**src/logic/lc3b_isa_pkg.sv**
```systemverilog
`default_nettype none

package lc3b_isa_pkg;

	typedef logic [15:0] lc3b_word;
	typedef logic [2:0] lc3b_reg;
	typedef logic [2:0] lc3b_nzp;

	// ir[15:12]
	typedef enum logic [3:0] {
		op_br  = 4'b0000,
		op_add = 4'b0001,
		op_and = 4'b0101,
		op_ldr = 4'b0110,
		op_str = 4'b0111,
		op_not = 4'b1001
	} lc3b_opcode;

	typedef enum logic [1:0] {
		alu_add,
		alu_and,
		alu_not
	} lc3b_aluop;

	// 11 bits, travels with the instruction down the pipe
	typedef struct packed {
		lc3b_opcode opcode;
		lc3b_aluop aluop;
		logic imm_sel;
		logic ld_reg;
		logic ld_cc;
		logic mem_read;
		logic mem_write;
	} lc3b_control_word;

	localparam lc3b_word reset_pc = 16'h0000;
	localparam int num_regs = 8;

endpackage : lc3b_isa_pkg

`default_nettype wire

```
**src/logic/lc3b_mem_pkg.sv**
```systemverilog
`default_nettype none

package lc3b_mem_pkg;

	localparam int mem_addr_width = 16;
	localparam int mem_data_width = 16;

	// which requester owns the physical port
	typedef enum logic [1:0] {
		idle,
		serve_i,
		serve_d
	} arb_state;

endpackage : lc3b_mem_pkg

`default_nettype wire

```
**src/logic/mem_port_if.sv**
```systemverilog
`timescale 1ns/1ns
`default_nettype none

interface mem_port_if;

	logic [lc3b_mem_pkg::mem_addr_width-1:0] address;
	logic read;
	logic write;
	logic [lc3b_mem_pkg::mem_data_width-1:0] wdata;
	logic [lc3b_mem_pkg::mem_data_width-1:0] rdata;
	// one cycle, rdata valid with it
	logic resp;

	modport requester (
		output address,
		output read,
		output write,
		output wdata,
		input rdata,
		input resp
	);

	modport arbiter (
		input address,
		input read,
		input write,
		input wdata,
		output rdata,
		output resp
	);

endinterface : mem_port_if

`default_nettype wire

```
**src/logic/fetch.sv**
```systemverilog
`timescale 1ns/1ns
`default_nettype none

module fetch (
	input logic clk,
	input logic reset,
	input logic load_regs,
	input logic dep_stall,
	input logic branch_taken,
	input lc3b_isa_pkg::lc3b_word branch_target,
	mem_port_if.requester i_port,
	output logic fd_valid,
	output lc3b_isa_pkg::lc3b_word fd_pc,
	output lc3b_isa_pkg::lc3b_word fd_ir
);

	lc3b_isa_pkg::lc3b_word pc;
	lc3b_isa_pkg::lc3b_word ir_buf;
	lc3b_isa_pkg::lc3b_word ir_word;
	logic ir_done;
	logic ir_ready;
	logic running;

	// word may have come back while the pipe was frozen
	assign ir_word = ir_done ? ir_buf : i_port.rdata;
	assign ir_ready = ir_done | i_port.resp;

	assign i_port.address = pc;
	assign i_port.read = running & ~ir_done & ~dep_stall;
	assign i_port.write = 1'b0;
	assign i_port.wdata = '0;

	always_ff @(posedge clk) begin
		if (reset) begin
			running <= 1'b0;
			pc <= lc3b_isa_pkg::reset_pc;
			ir_done <= 1'b0;
			fd_valid <= 1'b0;
		end else begin
			running <= 1'b1;
			if (load_regs && branch_taken) begin
				pc <= branch_target;
				ir_done <= 1'b0;
				fd_valid <= 1'b0;
			end else if (load_regs && !dep_stall && ir_ready) begin
				pc <= pc + 16'd2;
				ir_done <= 1'b0;
				fd_valid <= 1'b1;
			end else if (!load_regs && i_port.resp) begin
				ir_done <= 1'b1;
			end
		end
	end

	always_ff @(posedge clk) begin
		if (load_regs && !dep_stall && ir_ready) begin
			fd_pc <= pc;
			fd_ir <= ir_word;
		end
		if (!load_regs && i_port.resp)
			ir_buf <= i_port.rdata;
	end

endmodule : fetch

`default_nettype wire

```
**src/logic/decode.sv**
```systemverilog
`timescale 1ns/1ns
`default_nettype none

module decode (
	input logic clk,
	input logic reset,
	input logic load_regs,
	input logic flush,
	input logic fd_valid,
	input lc3b_isa_pkg::lc3b_word fd_pc,
	input lc3b_isa_pkg::lc3b_word fd_ir,
	input lc3b_isa_pkg::lc3b_reg ex_dr,
	input lc3b_isa_pkg::lc3b_reg mem_dr,
	input logic ex_ld_reg,
	input logic mem_ld_reg,
	input logic ex_ld_cc,
	input logic mem_ld_cc,
	input logic wb_valid,
	input lc3b_isa_pkg::lc3b_reg wb_reg,
	input lc3b_isa_pkg::lc3b_word wb_data,
	input logic wb_ld_reg,
	input logic wb_ld_cc,
	output logic dep_stall,
	output logic de_valid,
	output lc3b_isa_pkg::lc3b_control_word de_cw,
	output lc3b_isa_pkg::lc3b_word de_pc,
	output lc3b_isa_pkg::lc3b_word de_ir,
	output lc3b_isa_pkg::lc3b_word de_sr1,
	output lc3b_isa_pkg::lc3b_word de_sr2,
	output lc3b_isa_pkg::lc3b_nzp de_cc
);

	lc3b_isa_pkg::lc3b_word regs [lc3b_isa_pkg::num_regs];
	lc3b_isa_pkg::lc3b_nzp cc;
	lc3b_isa_pkg::lc3b_nzp wb_nzp;
	lc3b_isa_pkg::lc3b_control_word cw;
	lc3b_isa_pkg::lc3b_reg sr1;
	lc3b_isa_pkg::lc3b_reg sr2;
	logic known;
	logic use_sr1;
	logic use_sr2;
	logic use_cc;
	logic sr1_busy;
	logic sr2_busy;
	logic cc_busy;

	assign sr1 = fd_ir[8:6];
	// STR takes its data register from the dr field
	assign sr2 = (fd_ir[15:12] == lc3b_isa_pkg::op_str) ? fd_ir[11:9] : fd_ir[2:0];

	always_comb begin
		cw = '0;
		known = 1'b1;
		use_sr1 = 1'b0;
		use_sr2 = 1'b0;
		use_cc = 1'b0;
		case (fd_ir[15:12])
			lc3b_isa_pkg::op_add, lc3b_isa_pkg::op_and: begin
				if (fd_ir[15:12] == lc3b_isa_pkg::op_add) begin
					cw.opcode = lc3b_isa_pkg::op_add;
					cw.aluop = lc3b_isa_pkg::alu_add;
				end else begin
					cw.opcode = lc3b_isa_pkg::op_and;
					cw.aluop = lc3b_isa_pkg::alu_and;
				end
				cw.imm_sel = fd_ir[5];
				cw.ld_reg = 1'b1;
				cw.ld_cc = 1'b1;
				use_sr1 = 1'b1;
				use_sr2 = ~fd_ir[5];
			end
			lc3b_isa_pkg::op_not: begin
				cw.opcode = lc3b_isa_pkg::op_not;
				cw.aluop = lc3b_isa_pkg::alu_not;
				cw.ld_reg = 1'b1;
				cw.ld_cc = 1'b1;
				use_sr1 = 1'b1;
			end
			lc3b_isa_pkg::op_ldr: begin
				cw.opcode = lc3b_isa_pkg::op_ldr;
				cw.ld_reg = 1'b1;
				cw.ld_cc = 1'b1;
				cw.mem_read = 1'b1;
				use_sr1 = 1'b1;
			end
			lc3b_isa_pkg::op_str: begin
				cw.opcode = lc3b_isa_pkg::op_str;
				cw.mem_write = 1'b1;
				use_sr1 = 1'b1;
				use_sr2 = 1'b1;
			end
			lc3b_isa_pkg::op_br: begin
				cw.opcode = lc3b_isa_pkg::op_br;
				use_cc = 1'b1;
			end
			// unsupported opcodes leave as bubbles
			default: known = 1'b0;
		endcase
	end

	// ex_* is the instruction in execute, mem_* the one in memory
	assign sr1_busy = (ex_ld_reg && ex_dr == sr1) || (mem_ld_reg && mem_dr == sr1) ||
		(wb_valid && wb_ld_reg && wb_reg == sr1);
	assign sr2_busy = (ex_ld_reg && ex_dr == sr2) || (mem_ld_reg && mem_dr == sr2) ||
		(wb_valid && wb_ld_reg && wb_reg == sr2);
	assign cc_busy = ex_ld_cc | mem_ld_cc | (wb_valid & wb_ld_cc);

	assign dep_stall = fd_valid & known &
		((use_sr1 & sr1_busy) | (use_sr2 & sr2_busy) | (use_cc & cc_busy));

	assign wb_nzp = wb_data[15] ? 3'b100 : ((wb_data == '0) ? 3'b010 : 3'b001);

	always_ff @(posedge clk) begin
		if (load_regs && wb_valid && wb_ld_reg)
			regs[wb_reg] <= wb_data;
	end

	always_ff @(posedge clk) begin
		if (reset) begin
			cc <= '0;
			de_valid <= 1'b0;
		end else if (load_regs) begin
			if (wb_valid && wb_ld_cc)
				cc <= wb_nzp;
			de_valid <= fd_valid & known & ~dep_stall & ~flush;
		end
	end

	always_ff @(posedge clk) begin
		if (load_regs) begin
			de_cw <= cw;
			de_pc <= fd_pc;
			de_ir <= fd_ir;
			de_sr1 <= regs[sr1];
			de_sr2 <= regs[sr2];
			de_cc <= cc;
		end
	end

endmodule : decode

`default_nettype wire

```
**src/logic/execute.sv**
```systemverilog
`timescale 1ns/1ns
`default_nettype none

module execute (
	input logic clk,
	input logic reset,
	input logic load_regs,
	input logic flush,
	input logic de_valid,
	input lc3b_isa_pkg::lc3b_control_word de_cw,
	input lc3b_isa_pkg::lc3b_word de_pc,
	input lc3b_isa_pkg::lc3b_word de_ir,
	input lc3b_isa_pkg::lc3b_word de_sr1,
	input lc3b_isa_pkg::lc3b_word de_sr2,
	input lc3b_isa_pkg::lc3b_nzp de_cc,
	output logic ex_valid,
	output lc3b_isa_pkg::lc3b_control_word ex_cw,
	output lc3b_isa_pkg::lc3b_nzp ex_cc,
	output lc3b_isa_pkg::lc3b_reg ex_dr,
	output lc3b_isa_pkg::lc3b_word ex_result,
	output lc3b_isa_pkg::lc3b_word ex_address,
	output lc3b_isa_pkg::lc3b_word ex_store_data
);

	lc3b_isa_pkg::lc3b_word imm5;
	lc3b_isa_pkg::lc3b_word off6_x2;
	lc3b_isa_pkg::lc3b_word off9_x2;
	lc3b_isa_pkg::lc3b_word alu_b;
	lc3b_isa_pkg::lc3b_word alu_out;
	lc3b_isa_pkg::lc3b_word address;

	assign imm5 = {{11{de_ir[4]}}, de_ir[4:0]};
	assign off6_x2 = {{9{de_ir[5]}}, de_ir[5:0], 1'b0};
	assign off9_x2 = {{6{de_ir[8]}}, de_ir[8:0], 1'b0};
	assign alu_b = de_cw.imm_sel ? imm5 : de_sr2;

	always_comb begin
		case (de_cw.aluop)
			lc3b_isa_pkg::alu_and: alu_out = de_sr1 & alu_b;
			lc3b_isa_pkg::alu_not: alu_out = ~de_sr1;
			default: alu_out = de_sr1 + alu_b;
		endcase
	end

	// branch offset counts from the incremented pc
	assign address = (de_cw.opcode == lc3b_isa_pkg::op_br) ?
		de_pc + 16'd2 + off9_x2 : de_sr1 + off6_x2;

	always_ff @(posedge clk) begin
		if (reset)
			ex_valid <= 1'b0;
		else if (load_regs)
			ex_valid <= de_valid & ~flush;
	end

	always_ff @(posedge clk) begin
		if (load_regs) begin
			ex_cw <= de_cw;
			ex_cc <= de_cc;
			ex_dr <= de_ir[11:9];
			ex_result <= alu_out;
			ex_address <= address;
			ex_store_data <= de_sr2;
		end
	end

endmodule : execute

`default_nettype wire

```
**src/logic/mem_stage.sv**
```systemverilog
`timescale 1ns/1ns
`default_nettype none

module mem_stage (
	input logic clk,
	input logic reset,
	input logic load_regs,
	input logic ex_valid,
	input lc3b_isa_pkg::lc3b_control_word ex_cw,
	input lc3b_isa_pkg::lc3b_nzp ex_cc,
	input lc3b_isa_pkg::lc3b_reg ex_dr,
	input lc3b_isa_pkg::lc3b_word ex_result,
	input lc3b_isa_pkg::lc3b_word ex_address,
	input lc3b_isa_pkg::lc3b_word ex_store_data,
	mem_port_if.requester d_port,
	output logic branch_taken,
	output lc3b_isa_pkg::lc3b_word branch_target,
	output logic wb_valid,
	output lc3b_isa_pkg::lc3b_reg wb_reg,
	output lc3b_isa_pkg::lc3b_word wb_data,
	output logic wb_ld_reg,
	output logic wb_ld_cc
);

	lc3b_isa_pkg::lc3b_word d_buf;
	lc3b_isa_pkg::lc3b_word load_word;
	logic d_done;

	// access finished early stays finished until the pipe moves
	assign d_port.read = ex_valid & ex_cw.mem_read & ~d_done;
	assign d_port.write = ex_valid & ex_cw.mem_write & ~d_done;
	assign d_port.address = ex_address;
	assign d_port.wdata = ex_store_data;
	assign load_word = d_done ? d_buf : d_port.rdata;

	// nzp field of BR sits where dr would be
	assign branch_taken = ex_valid & (ex_cw.opcode == lc3b_isa_pkg::op_br) & (|(ex_dr & ex_cc));
	assign branch_target = ex_address;

	always_ff @(posedge clk) begin
		if (reset) begin
			d_done <= 1'b0;
			wb_valid <= 1'b0;
		end else if (load_regs) begin
			d_done <= 1'b0;
			wb_valid <= ex_valid;
		end else if (d_port.resp) begin
			d_done <= 1'b1;
		end
	end

	always_ff @(posedge clk) begin
		if (!load_regs && d_port.resp)
			d_buf <= d_port.rdata;
		if (load_regs) begin
			wb_reg <= ex_dr;
			wb_data <= ex_cw.mem_read ? load_word : ex_result;
			wb_ld_reg <= ex_cw.ld_reg;
			wb_ld_cc <= ex_cw.ld_cc;
		end
	end

endmodule : mem_stage

`default_nettype wire

```
**src/logic/arbiter.sv**
```systemverilog
`timescale 1ns/1ns
`default_nettype none

module arbiter (
	input logic clk,
	input logic reset,
	mem_port_if.arbiter i_port,
	mem_port_if.arbiter d_port,
	input logic pmem_resp,
	input logic [lc3b_mem_pkg::mem_data_width-1:0] pmem_rdata,
	output logic pmem_read,
	output logic pmem_write,
	output logic [lc3b_mem_pkg::mem_addr_width-1:0] pmem_address,
	output logic [lc3b_mem_pkg::mem_data_width-1:0] pmem_wdata
);

	lc3b_mem_pkg::arb_state state;
	lc3b_mem_pkg::arb_state grant;
	logic i_req;
	logic d_req;

	assign i_req = i_port.read | i_port.write;
	assign d_req = d_port.read | d_port.write;

	// grant from idle in the same cycle, data first
	always_comb begin
		grant = state;
		if (state == lc3b_mem_pkg::idle) begin
			if (d_req)
				grant = lc3b_mem_pkg::serve_d;
			else if (i_req)
				grant = lc3b_mem_pkg::serve_i;
		end
	end

	always_ff @(posedge clk) begin
		if (reset || pmem_resp)
			state <= lc3b_mem_pkg::idle;
		else
			state <= grant;
	end

	always_comb begin
		pmem_read = 1'b0;
		pmem_write = 1'b0;
		pmem_address = i_port.address;
		pmem_wdata = i_port.wdata;
		case (grant)
			lc3b_mem_pkg::serve_i: begin
				pmem_read = i_port.read;
				pmem_write = i_port.write;
			end
			lc3b_mem_pkg::serve_d: begin
				pmem_read = d_port.read;
				pmem_write = d_port.write;
				pmem_address = d_port.address;
				pmem_wdata = d_port.wdata;
			end
			default: begin
			end
		endcase
	end

	assign i_port.resp = (grant == lc3b_mem_pkg::serve_i) & pmem_resp;
	assign d_port.resp = (grant == lc3b_mem_pkg::serve_d) & pmem_resp;
	assign i_port.rdata = (grant == lc3b_mem_pkg::serve_i) ? pmem_rdata : '0;
	assign d_port.rdata = (grant == lc3b_mem_pkg::serve_d) ? pmem_rdata : '0;

endmodule : arbiter

`default_nettype wire

```
**src/logic/lc3b_core.sv**
```systemverilog
`timescale 1ns/1ns
`default_nettype none

module lc3b_core (
	input logic clk,
	input logic reset,
	input logic pmem_resp,
	input lc3b_isa_pkg::lc3b_word pmem_rdata,
	output logic pmem_read,
	output logic pmem_write,
	output lc3b_isa_pkg::lc3b_word pmem_address,
	output lc3b_isa_pkg::lc3b_word pmem_wdata
);

	mem_port_if i_port ();
	mem_port_if d_port ();

	logic load_regs;
	logic dep_stall;
	logic branch_taken;
	lc3b_isa_pkg::lc3b_word branch_target;

	// fetch/decode
	logic fd_valid;
	lc3b_isa_pkg::lc3b_word fd_pc;
	lc3b_isa_pkg::lc3b_word fd_ir;

	// decode/execute
	logic de_valid;
	lc3b_isa_pkg::lc3b_control_word de_cw;
	lc3b_isa_pkg::lc3b_word de_pc;
	lc3b_isa_pkg::lc3b_word de_ir;
	lc3b_isa_pkg::lc3b_word de_sr1;
	lc3b_isa_pkg::lc3b_word de_sr2;
	lc3b_isa_pkg::lc3b_nzp de_cc;

	// execute/memory
	logic ex_valid;
	lc3b_isa_pkg::lc3b_control_word ex_cw;
	lc3b_isa_pkg::lc3b_nzp ex_cc;
	lc3b_isa_pkg::lc3b_reg ex_dr;
	lc3b_isa_pkg::lc3b_word ex_result;
	lc3b_isa_pkg::lc3b_word ex_address;
	lc3b_isa_pkg::lc3b_word ex_store_data;

	// memory/write-back
	logic wb_valid;
	lc3b_isa_pkg::lc3b_reg wb_reg;
	lc3b_isa_pkg::lc3b_word wb_data;
	logic wb_ld_reg;
	logic wb_ld_cc;

	// hazard sources, qualified by valid
	logic de_ld_reg;
	logic de_ld_cc;
	logic ex_ld_reg;
	logic ex_ld_cc;

	assign de_ld_reg = de_valid & de_cw.ld_reg;
	assign de_ld_cc = de_valid & de_cw.ld_cc;
	assign ex_ld_reg = ex_valid & ex_cw.ld_reg;
	assign ex_ld_cc = ex_valid & ex_cw.ld_cc;

	// whole pipe waits on any outstanding access
	assign load_regs = (~(i_port.read | i_port.write) | i_port.resp) &
		(~(d_port.read | d_port.write) | d_port.resp);

	fetch fetch_int (
		.clk,
		.reset,
		.load_regs,
		.dep_stall,
		.branch_taken,
		.branch_target,
		.i_port,
		.fd_valid,
		.fd_pc,
		.fd_ir
	);

	decode decode_int (
		.clk,
		.reset,
		.load_regs,
		.flush(branch_taken),
		.fd_valid,
		.fd_pc,
		.fd_ir,
		.ex_dr(de_ir[11:9]),
		.mem_dr(ex_dr),
		.ex_ld_reg(de_ld_reg),
		.mem_ld_reg(ex_ld_reg),
		.ex_ld_cc(de_ld_cc),
		.mem_ld_cc(ex_ld_cc),
		.wb_valid,
		.wb_reg,
		.wb_data,
		.wb_ld_reg,
		.wb_ld_cc,
		.dep_stall,
		.de_valid,
		.de_cw,
		.de_pc,
		.de_ir,
		.de_sr1,
		.de_sr2,
		.de_cc
	);

	execute execute_int (
		.clk,
		.reset,
		.load_regs,
		.flush(branch_taken),
		.de_valid,
		.de_cw,
		.de_pc,
		.de_ir,
		.de_sr1,
		.de_sr2,
		.de_cc,
		.ex_valid,
		.ex_cw,
		.ex_cc,
		.ex_dr,
		.ex_result,
		.ex_address,
		.ex_store_data
	);

	mem_stage mem_int (
		.clk,
		.reset,
		.load_regs,
		.ex_valid,
		.ex_cw,
		.ex_cc,
		.ex_dr,
		.ex_result,
		.ex_address,
		.ex_store_data,
		.d_port,
		.branch_taken,
		.branch_target,
		.wb_valid,
		.wb_reg,
		.wb_data,
		.wb_ld_reg,
		.wb_ld_cc
	);

	arbiter arbiter_int (
		.clk,
		.reset,
		.i_port,
		.d_port,
		.pmem_resp,
		.pmem_rdata,
		.pmem_read,
		.pmem_write,
		.pmem_address,
		.pmem_wdata
	);

endmodule : lc3b_core

`default_nettype wire

```
**config.mk**
```make
export PLATFORM = sky130hd
export DESIGN_NAME = lc3b_core
export DESIGN_NICKNAME = d
export VERILOG_FILES = /design/src/logic/lc3b_isa_pkg.sv /design/src/logic/lc3b_mem_pkg.sv /design/src/logic/mem_port_if.sv /design/src/logic/fetch.sv /design/src/logic/decode.sv /design/src/logic/execute.sv /design/src/logic/mem_stage.sv /design/src/logic/arbiter.sv /design/src/logic/lc3b_core.sv
export SDC_FILE = /design/constraint.sdc
export NUM_CORES = 1
export LEC_CHECK = 0
export BUFFER_PORTS_ARGS = -buffer_cell sky130_fd_sc_hd__buf_2
export CAP_MARGIN = 20
export CORE_ASPECT_RATIO = 1.4
export CORE_UTILIZATION = 40
export DETAILED_ROUTE_END_ITERATION = 16
export PLACE_DENSITY = 0.51
export SLEW_MARGIN = 20
export SYNTH_ARGS = -nofsm -noshare
export SYNTH_HDL_FRONTEND = slang
export SYNTH_SLANG_ARGS = --single-unit
export TNS_END_PERCENT = 1
```
**constraint.sdc**
```tcl
create_clock -name clk -period 16.5 [get_ports clk]
set_input_delay 0.825 -clock clk [delete_from_list [all_inputs] [get_ports clk]]
set_output_delay 0.825 -clock clk [all_outputs]
set_load 0.005 [all_outputs]
```
# Word-level counts from Yosys, hierarchy flattened
# Memory sizes are Yosys's and may differ from the RTL's. A register that Yosys moved wholly into a read port is not among the register bits.
# Index checks and enable logic that the tools add are counted.
# totals
reg_bits	217
mem_bits_rw	128
input_bits	19
out_inout_bits	34
wordCells	171
n_memories	1
# memory_table
memory	depth	width	rd	rd_clocked_by_memory_dff	wr	line	text
decode_int.regs	8	16	2	2	1	decode.sv:33	lc3b_isa_pkg::lc3b_word regs [lc3b_isa_pkg::num_regs];
# classes
addsub	5
n_eq_ne	15
n_mux	33
n_bitwise	42
reduce_logical	37
# op_table
op	n
$mux 16	11
$add 16x16->16	3
$add 16x2->16 const B	2
$pmux 16 s2	1
$and 1x1->1	24
$eq 3x3->1	6
$and 16x16->16	1
$logic_not 16->1	1
$not 16->16	1
$pmux 4 s4	1
$logic_and 1x1->1	15
$eq 4x3->1 const B	3
$logic_not 4->1	3
$mux 2	5
$mux 1	9
$or 1x1->1	8
$not 1->1	7
$mux 3	2
$reduce_or 2->1	3
$reduce_or 3->1	2
$reduce_or 6->1	1
$logic_or 1x1->1	5
$mux 5	1
$reduce_or 5->1	1
12 further kinds	16

# Logic depth before layout (Yosys ltp)
# Gate-level depths: netlist (run 1).
# logic_depth
depth_word	23
ltp_mapped	21
mapped_depth_nobuf	17

# Modules after synthesis
# A second synthesis (run 1) with hierarchy kept.
# unflattened
cells_unflattened	1536
area_unflattened_um2	19376.1
# by_module_without_submodules
mod	instances	cells_each	area_per_inst_um2	seq_area_each_um2
decode	1	629	9135.0	6236.0
execute	1	453	4720.8	1971.9
fetch	1	205	2745.1	1821.7
mem_stage	1	151	1920.6	1151.1
arbiter	1	91	813.3	40.0
lc3b_core	1	7	41.3	0.0

# Worst setup path before layout (run 1)
# OpenSTA, ideal clock, no wires.
# synth_path
path_type	register to register
start	reg fetch_int.fd_ir[15]
end	reg decode_int.de_cc[0], enable pin
setup_ps	508
arrival_ps	5846
required_ps	15992
setup_slack_ps	10146
stages_incl_launch_ff	16
path_buffers	1
period_less_slack_ps	6354
cell_sequence	edfxtp_1 -> nand4b_2 -> inv_2 -> o221ai_1 -> a211o_1 -> a2111oi_2 -> a41o_2 -> nor2_1 -> o21a_1 -> a31oi_1 -> ha_1 -> a21oi_1 -> a31oi_1 -> o31ai_2 -> buf_6 -> inv_1
# synth_between
elab_chain_len	19
word_cells_on_any_way	42
classes_between	eq/ne: 10; mux: 8; bitwise: 15; reduce/logical: 9
# synth_lines
item	line	text
start: declaration	fetch.sv:14	output lc3b_isa_pkg::lc3b_word fd_ir
start signal: assignment	fetch.sv:58	fd_ir <= ir_word;
$eq 4x3->1	decode.sv:49, decode.sv:57	
$mux 3	decode.sv:49	assign sr2 = (fd_ir[15:12] == lc3b_isa_pkg::op_str) ? fd_ir[11:9] : fd_ir[2:0];
$eq 3x3->1	decode.sv:104	assign sr2_busy = (ex_ld_reg && ex_dr == sr2) || (mem_ld_reg && mem_dr == sr2) ||
$logic_and 1x1->1	decode.sv:104	
$logic_or 1x1->1 (2 in a row)	decode.sv:104	
$and 1x1->1	decode.sv:109	((use_sr1 & sr1_busy) | (use_sr2 & sr2_busy) | (use_cc & cc_busy));
$or 1x1->1 (2 in a row)	decode.sv:109	
$and 1x1->1 *	decode.sv:108	assign dep_stall = fd_valid & known &
(+2 left out)	-	
$mux 2	arbiter.sv:31	else if (i_req)
$mux 2	arbiter.sv:29	if (d_req)
$mux 2	arbiter.sv:28	if (state == lc3b_mem_pkg::idle) begin
$eq 2x1->1 or $eq 2x2->1 (tied branches)	arbiter.sv:64, arbiter.sv:65	
$and 1x1->1 (on tied branches)	arbiter.sv:64, arbiter.sv:65	
$or 1x1->1 (on tied branches)	lc3b_core.sv:65, lc3b_core.sv:66	
$and 1x1->1 *	lc3b_core.sv:65	assign load_regs = (~(i_port.read | i_port.write) | i_port.resp) &
named net decode_int.load_regs	decode.sv:7	input logic load_regs,
end signal: assignment	decode.sv:136	de_cc <= cc;
end: declaration	decode.sv:30	output lc3b_isa_pkg::lc3b_nzp de_cc
# Mark *: on every way through the listed nets, which the timed path passes. The rest lies on a longest branch.
# A chain may end at the register's enable or synchronous reset.

# Worst setup path in the final report (run 1)
# layout_path
start	reg fetch_int.fd_ir[15]
end	reg execute_int.ex_result[5], enable pin
# layout_between
elab_chain_len	19
word_cells_on_any_way	42
classes_between	eq/ne: 10; mux: 8; bitwise: 15; reduce/logical: 9
# layout_lines
item	line	text
$eq 4x3->1	decode.sv:49, decode.sv:57	
$mux 3	decode.sv:49	
$eq 3x3->1	decode.sv:104	
$logic_and 1x1->1	decode.sv:104	
$logic_or 1x1->1 (2 in a row)	decode.sv:104	
$and 1x1->1	decode.sv:109	
$or 1x1->1 (2 in a row)	decode.sv:109	
$and 1x1->1 *	decode.sv:108	
(+2 left out)	-	
$mux 2	arbiter.sv:31	
$mux 2	arbiter.sv:29	
$mux 2	arbiter.sv:28	
$eq 2x1->1 or $eq 2x2->1 (tied branches)	arbiter.sv:64, arbiter.sv:65	
$and 1x1->1 (on tied branches)	arbiter.sv:64, arbiter.sv:65	
$or 1x1->1 (on tied branches)	lc3b_core.sv:65, lc3b_core.sv:66	
$and 1x1->1 *	lc3b_core.sv:65	
named net decode_int.load_regs	decode.sv:7	
end signal: assignment	execute.sv:61	ex_result <= alu_out;
end: declaration	execute.sv:20	output lc3b_isa_pkg::lc3b_word ex_result,
# Marks and branches as above.

==> out/qor.txt, run 1 <==
Post-Synth Simple-Gate Area -> 0.133
sequential element share of the synthesized area -> 0.598
syn_area_per_cell -> 12.2 um2
drt wl/cell -> 21.9 um
placeable core area -> 45100 um2
status -> complete, no violations
setup repair bufs after CTS -> 0
Final Wtd Congestion -> 0.836
startpoint types -> flip-flop
Biggest register -> decode_int.regs
Register-to-Register Path Depth -> 17
DIE WIDTH -> 183 um
clk sinks -> 374
CP Data Required Time -> 16.68 ns
Max clock buf depth -> 3
Syn Nets -> 1579
Peak VDD IR -> 77.3 uV
first-pass GRT wire length -> 71900 um
critical path arrival -> 6.40 ns
CTS tree -> built
RR Endpoint -> execute_int.ex_result[5]
Die Area -> 46600 um2
fin crit share -> 0.377
WHS Path Cells -> 0
Fill cells -> 4184
clock period minus worst slack -> 6.23 ns
synthesized instance count -> 1495
Yosys cell types -> 71
Synth Cell Area -> 18300 um2
share of synthesized registers carrying an async set or reset -> 0
Hold Crit Class -> flip-flop to flip-flop
vias post-DR -> 11800
fin nets -> 1619
Synth Area in Adders -> 0.0457
Post-synth EDFFs -> 346
hold_ws -> 0.420 ns
worst skew pair latency -> 0.55 ns
synthesized flop and latch total -> 374
critical path fanouts, max -> 102
P_sw -> 0.602 mW
Final Setup Violations -> 0
Max Slew Vio Count -> 0
io pins -> 53
hold buffers post-CTS -> 0
Iter 0 DRT Violations -> 796
flop-to-flop setup slack -> 10.27 ns
top_reg_cell synth -> edfxtp_1
H-Tree Depth -> 2
Initial Utilization -> 0.406
Die Span Y -> 255 um
largest family of logic cells by synthesized area -> simple AND/OR/NAND/NOR gates
Setup crit start -> fetch_int.fd_ir[15]
PostCTS Resize Cnt -> 0
Core Rows -> 92
Pre-antenna DRT Iters -> 5
clk_skew -> 0.0132 ns
Post-Route WL -> 47700 um
clock network fraction of total power -> 0.376
Total Routing Usage GR -> 0.207
Area growth syn-to-layout -> 11.9%
CP max stage delay -> 0.72 ns
CTS clk-pin slew, worst paths -> 0.06 ns
leak pwr -> 7.58 nW
PortBufs -> 52
Switching Fraction -> 0.258
Crit path top cell by count -> buf_4
slowest library cell on the worst path -> buf_4
Buf/Inv on CP -> 6
hold path startpoint -> fetch_int.fd_pc[9]
mux contribution to synthesized area -> 0.0830
cell chain of the critical path -> nand4b_2 > inv_2 > a21boi_2 > buf_4 > a2111oi_2 > a41o_2 > nor2_1 > o21a_1 > a31oi_1 > ha_2 > buf_4 > a21oi_1 > a31oi_1 > o31ai_2 > buf_4 > inv_6 > buf_4
ranking of synthesized cells by area -> edfxtp_1 (57%), ha_1 (4.2%), mux4_2 (3.9%), nand2_1 (3.9%), dfxtp_1 (3.1%)
Gate power share -> 0.126
FMAX -> 161 MHz
PwrDens -> 114 nW/um2
internal power -> 1.73 mW
Synth Warn # -> 0
Synth Area in Compound Gates -> 0.0820
Crit. End Element -> flip-flop
family with the most delay on the worst path -> buffers and inverters
Slew headroom -> 0.294
Via density -> 5.40
Fin. Hold Viols -> 0
Worst Max-Slew Pin Slew -> 1.06 ns
total clock buffers created by CTS -> 40
max reg flops -> 128
xor/xnor share of the synthesized area -> 0.0258
largest net degree at the start of global routing -> 103
antenna violations before repair -> 0
HPWL Detailed -> 32000 um
root buffer cell -> clkbuf_16
Antenna diodes -> 0
area leader, netlist -> edfxtp_1
TNS Setup -> 0 ns
launch point of the worst reg-to-reg path -> fetch_int.fd_ir[15]
RSZ-0062 raised after global routing -> false
top-area cell type share of the netlist area -> 0.568
vias in the first global route -> 11900
DRC errors left -> 0
layout cell share with drive strength beyond 1 -> 0.151
number of max-cap violations -> 0
number of routed nets with antenna violations -> 0
worst setup path class -> flip-flop to flip-flop
global route overflow -> 0
Hold EP -> decode_int.de_pc[9]
Seq pwr share -> 0.499
worst max-delay path by stage:
stage | end | slack [ns] | cells after the start
after floorplan | decode_int.de_cc[0] | 10.15 | 15
after global placement | decode_int.de_ir[0] | 10.35 | 17
after detailed placement | mem_int.wb_data[5] | 10.20 | 17
after CTS | execute_int.ex_result[10] | 10.20 | 17
after global routing | decode_int.de_cw[6] | 9.79 | 17
final | execute_int.ex_result[5] | 10.27 | 17
layout make-up:
cell class | count | area [um2] | share of cell area
Sequential cell | 374 | 11000 | 0.535
Timing Repair Buffer | 74 | 425 | 0.0208
Clock buffer | 55 | 1100 | 0.0536
Tap cell | 611 | 764 | 0.0373
Inverter | 70 | 268 | 0.0131
Clock inverter | 19 | 150 | 0.00733
Multi-Input combinational cell | 975 | 6820 | 0.333
synth_stat cells, drive strengths merged, types with 15 or more instances:
cell type and instances:
edfxtp 346, nand2 190, nand3 94, a21oi 83, inv 70, nor2 70
o21ai 65, ha 62, clkbuf 58, and2 48, mux2 47, xor2 33
mux4 32, dfxtp 28, mux2i 27, nor3 26, xnor2 21, a221oi 19
buf 18, and3 15, nor2b 15
power by group through the flow:
stage | clock network (mW) | registers, mW | logic (mW)
after global routing | 0.924 | 1.17 | 0.328
after floorplan | 0 | 1.16 | 0.223
final | 0.875 | 1.16 | 0.293
after CTS | 0.897 | 1.16 | 0.296
after detailed placement | 0 | 1.18 | 0.294
after global placement | 0 | 1.18 | 0.292
through the flow:
| stage | cell area, um2 | util | setup slack [ns] | instances | power [mW] |
|---|---|---|---|---|---|
| after detailed placement | 19200 | 0.426 | 10.20 | 2104 | 1.48 |
| after floorplan | 18300 | - | 10.15 | 1495 | 1.38 |
| after global routing | 20500 | 0.454 | 9.79 | 2178 | 2.42 |
| final | 20500 | 0.454 | 10.27 | 2178 | 2.33 |
| after global placement | 19200 | 0.426 | 10.35 | 2104 | 1.47 |
| after CTS | 20500 | 0.454 | 10.20 | 2178 | 2.36 |
worst reg2reg max path: stages, from the launching register on:
cell and delay (ns):
edfxtp_1 0.45, nand4b_2 0.44, inv_2 0.36, a21boi_2 0.09
buf_4 0.28, a2111oi_2 0.46, a41o_2 0.21, nor2_1 0.09
o21a_1 0.22, a31oi_1 0.27, ha_2 0.22, buf_4 0.54
a21oi_1 0.22, a31oi_1 0.22, o31ai_2 0.09, buf_4 0.20
inv_6 0.67, buf_4 0.77
routing by layer:
layer  track usage  part of all wire
met1         0.254              0.42
met2         0.381              0.53
met3        0.0213             0.030
met4        0.0657             0.026
met5             0                 0
cell families after synthesis:
| kind of cell | count (synthesis) |
|---|---|
| mux | 106 |
| xor+xnor | 54 |
| buf+inv | 146 |
| flops | 374 |
| compound gates | 241 |
| fa+ha+maj | 65 |
| simple gates | 509 |
cell usage in the layout (no fill, tap or decap), types with 19 or more instances in the layout:
master	n
mux4_2	32
buf_4	22
a221oi_1	19
nor2_1	68
edfxtp_1	346
and2_1	48
dfxtp_1	28
ha_1	61
o21ai_0	63
nor3_1	24
a21oi_1	81
xor2_1	33
inv_1	68
buf_2	52
xnor2_1	21
nand3_1	94
mux2i_1	27
mux2_2	46
nand2_1	190
clkbuf_16	41
(Power assumes the default switching activity.)
==> inputs of run 2 (changes only) <==
==> constraint.sdc (replaced) <==
create_clock -name clk -period 6.02 [get_ports clk]
set_input_delay 0.301 -clock clk [delete_from_list [all_inputs] [get_ports clk]]
set_output_delay 0.301 -clock clk [all_outputs]
set_load 0.005 [all_outputs]
==> out/qor.txt, run 2 (synthesis gave the netlist of run 1 again) <==
status -> complete, no violations
TNS Setup -> 0 ns (unchanged)
setup repair bufs after CTS -> 0 (unchanged)
critical path arrival -> 5.53 ns (-0.87 ns)
startpoint types -> flip-flop
Max clock buf depth -> 3 (unchanged)
critical path fanouts, max -> 16 (-84%)
CP Data Required Time -> 6.18 ns (-10.50 ns)
slowest library cell on the worst path -> nor2_2
clock network fraction of total power -> 0.372 (-0.004)
commonest non-fill, non-tap cell in the layout -> edfxtp_1
FMAX -> 186 MHz (+16%)
clk_skew -> 0.0197 ns (+0.00651 ns)
Switching Fraction -> 0.257 (-0.00116)
Area growth syn-to-layout -> 12.1%
placeable core area -> 45100 um2 (unchanged)
CTS clk-pin slew, worst paths -> 0.06 ns (about the same)
io pins -> 53 (unchanged)
Gate power share -> 0.126 (about the same)
Pre-antenna DRT Iters -> 5 (unchanged)
HPWL Detailed -> 32900 um (+2.7%)
hold buffers post-CTS -> 0 (unchanged)
Antenna diodes -> 0 (unchanged)
DRC errors left -> 0 (unchanged)
P_sw -> 1.64 mW (+170%)
leak pwr -> 7.59 nW (+0.14%)
Initial Utilization -> 0.406 (unchanged)
Crit. End Element -> flip-flop
Max Slew Vio Count -> 0 (unchanged)
Die Area -> 46600 um2 (unchanged)
internal power -> 4.73 mW (+170%)
Via density -> 5.39 (-0.14%)
cell area after layout -> 20500 um2 (+0.20%)
Final Wtd Congestion -> 0.863 (+3.2%)
worst skew pair latency -> 0.55 ns (about the same)
Post-DP Area -> 19300 um2 (+0.31%)
largest net degree at the start of global routing -> 99 (-3.9%)
Post-Route WL -> 47600 um (about the same)
Buf/Inv on CP -> 1 (-5)
CTS tree -> built
H-Tree Depth -> 2 (unchanged)
layout cell share with drive strength beyond 1 -> 0.150 (-0.00128)
global route overflow -> 0 (unchanged)
RSZ-0062 raised after global routing -> false
vias post-DR -> 11700 (-0.14%)
antenna violations before repair -> 0 (unchanged)
vias in the first global route -> 11700 (-1.4%)
worst setup path class -> flip-flop to flip-flop
number of routed nets with antenna violations -> 0 (unchanged)
PortBufs -> 52 (unchanged)
fin crit share -> 0.892 (+0.515)
PwrDens -> 310 nW/um2 (+170%)
drt wl/cell -> 21.9 um (about the same)
Final Setup Violations -> 0 (unchanged)
hold_ws -> 0.0423 ns (-0.377 ns)
Seq pwr share -> 0.502 (+0.003)
clk sinks -> 374 (unchanged)
Hold Crit Class -> input port to flip-flop
cell chain of the critical path -> nand4b_2 > inv_2 > o221ai_1 > a211o_1 > a2111oi_2 > a41o_2 > nor2_1 > o21a_1 > a31oi_1 > ha_2 > a21oi_1 > a31oi_1 > o31ai_2 > or3_1 > nor2_2
Total Routing Usage GR -> 0.207 (about the same)
Die Span Y -> 255 um (unchanged)
Slew headroom -> 0.268 (-0.0267)
Biggest register -> decode_int.regs
CP max stage delay -> 0.84 ns (+0.12 ns)
number of max-cap violations -> 0 (unchanged)
Crit path top cell by count -> a31oi_1
first-pass GRT wire length -> 72000 um (+0.20%)
total clock buffers created by CTS -> 39 (-2.5%)
Worst Max-Slew Pin Slew -> 1.10 ns (+0.0401 ns)
root buffer cell -> clkbuf_16
clock period minus worst slack -> 5.37 ns (-0.857 ns)
DIE WIDTH -> 183 um (unchanged)
commonest cells after routing, fill and taps aside -> edfxtp_1 (346), nand2_1 (190), nand3_1 (94), a21oi_1 (81), inv_1 (68)
family with the most delay on the worst path -> compound AO/OA/AOI/OAI gates
fin nets -> 1622 (+0.19%)
Peak VDD IR -> 168 uV (+120%)
Iter 0 DRT Violations -> 890 (+12%)
Placed Cells -> 2108 (+0.19%)
Core Rows -> 92 (unchanged)
PostCTS Resize Cnt -> 0 (unchanged)
Fin. Hold Viols -> 0 (unchanged)
max reg flops -> 128 (unchanged)
fin cells -> 2178 (unchanged)
## run 2: per-layer routing
| metal | GRT usage | up-vias | wire [um] |
|---|---|---|---|
| met5 | 0 | - | 0 |
| li1 | - | 5612 | - |
| met3 | 0.0233 | 75 | 1640 |
| met4 | 0.0719 | 0 | 1350 |
| met1 | 0.261 | 5828 | 20600 |
| met2 | 0.369 | 232 | 24100 |
## run 2: worst reg2reg max path, stage by stage, from the launching register on
cell and delay, ns:
edfxtp_1 0.46, nand4b_2 0.44, inv_2 0.37, o221ai_1 0.18
a211o_1 0.33, a2111oi_2 0.28, a41o_2 0.21, nor2_1 0.09
o21a_1 0.22, a31oi_1 0.28, ha_2 0.24, a21oi_1 0.09
a31oi_1 0.20, o31ai_2 0.21, or3_1 0.54, nor2_2 0.84
## run 2: layout make-up
| type | instances | area (um2) |
|---|---|---|
| clock buffer | 54 | 1090 |
| timing repair buffer | 78 | 468 |
| fill | 4242 | 24600 |
| multi-input combinational | 975 | 6840 |
| sequential | 374 | 11000 |
| inverter | 70 | 267 |
| clock inverter | 16 | 135 |
| tap | 611 | 764 |
## run 2: final timing paths
kind	start	to	slack (ns)	cells after the start
setup / recovery	fetch_int.fd_ir[15]	decode_int.regs[6][15]	0.65	15
hold / removal	pmem_resp	arbiter_int.state[0]	0.04	2
setup reg to reg	fetch_int.fd_ir[15]	decode_int.regs[6][15]	0.65	15
hold reg to reg	fetch_int.fd_pc[4]	decode_int.de_pc[4]	0.42	0
## run 2: metrics by stage
stage                     utilization  total power, mW  worst slack [ns]
after CTS                       0.455             6.45             0.596
after global placement          0.427             4.05             0.702
after global routing            0.455             6.64             0.211
final                           0.455             6.37             0.648
after floorplan                     -             3.78             0.431
after detailed placement        0.428             4.05             0.643
## run 2: power groups by stage
stage	Combinational, mW	Sequential (mW)	Clock [mW]
2_1_floorplan	0.612	3.17	0
3_3_place_gp	0.795	3.25	0
3_5_place_dp	0.803	3.25	0
4_1_cts	0.808	3.20	2.44
5_1_grt	0.896	3.21	2.53
6_report	0.804	3.19	2.37
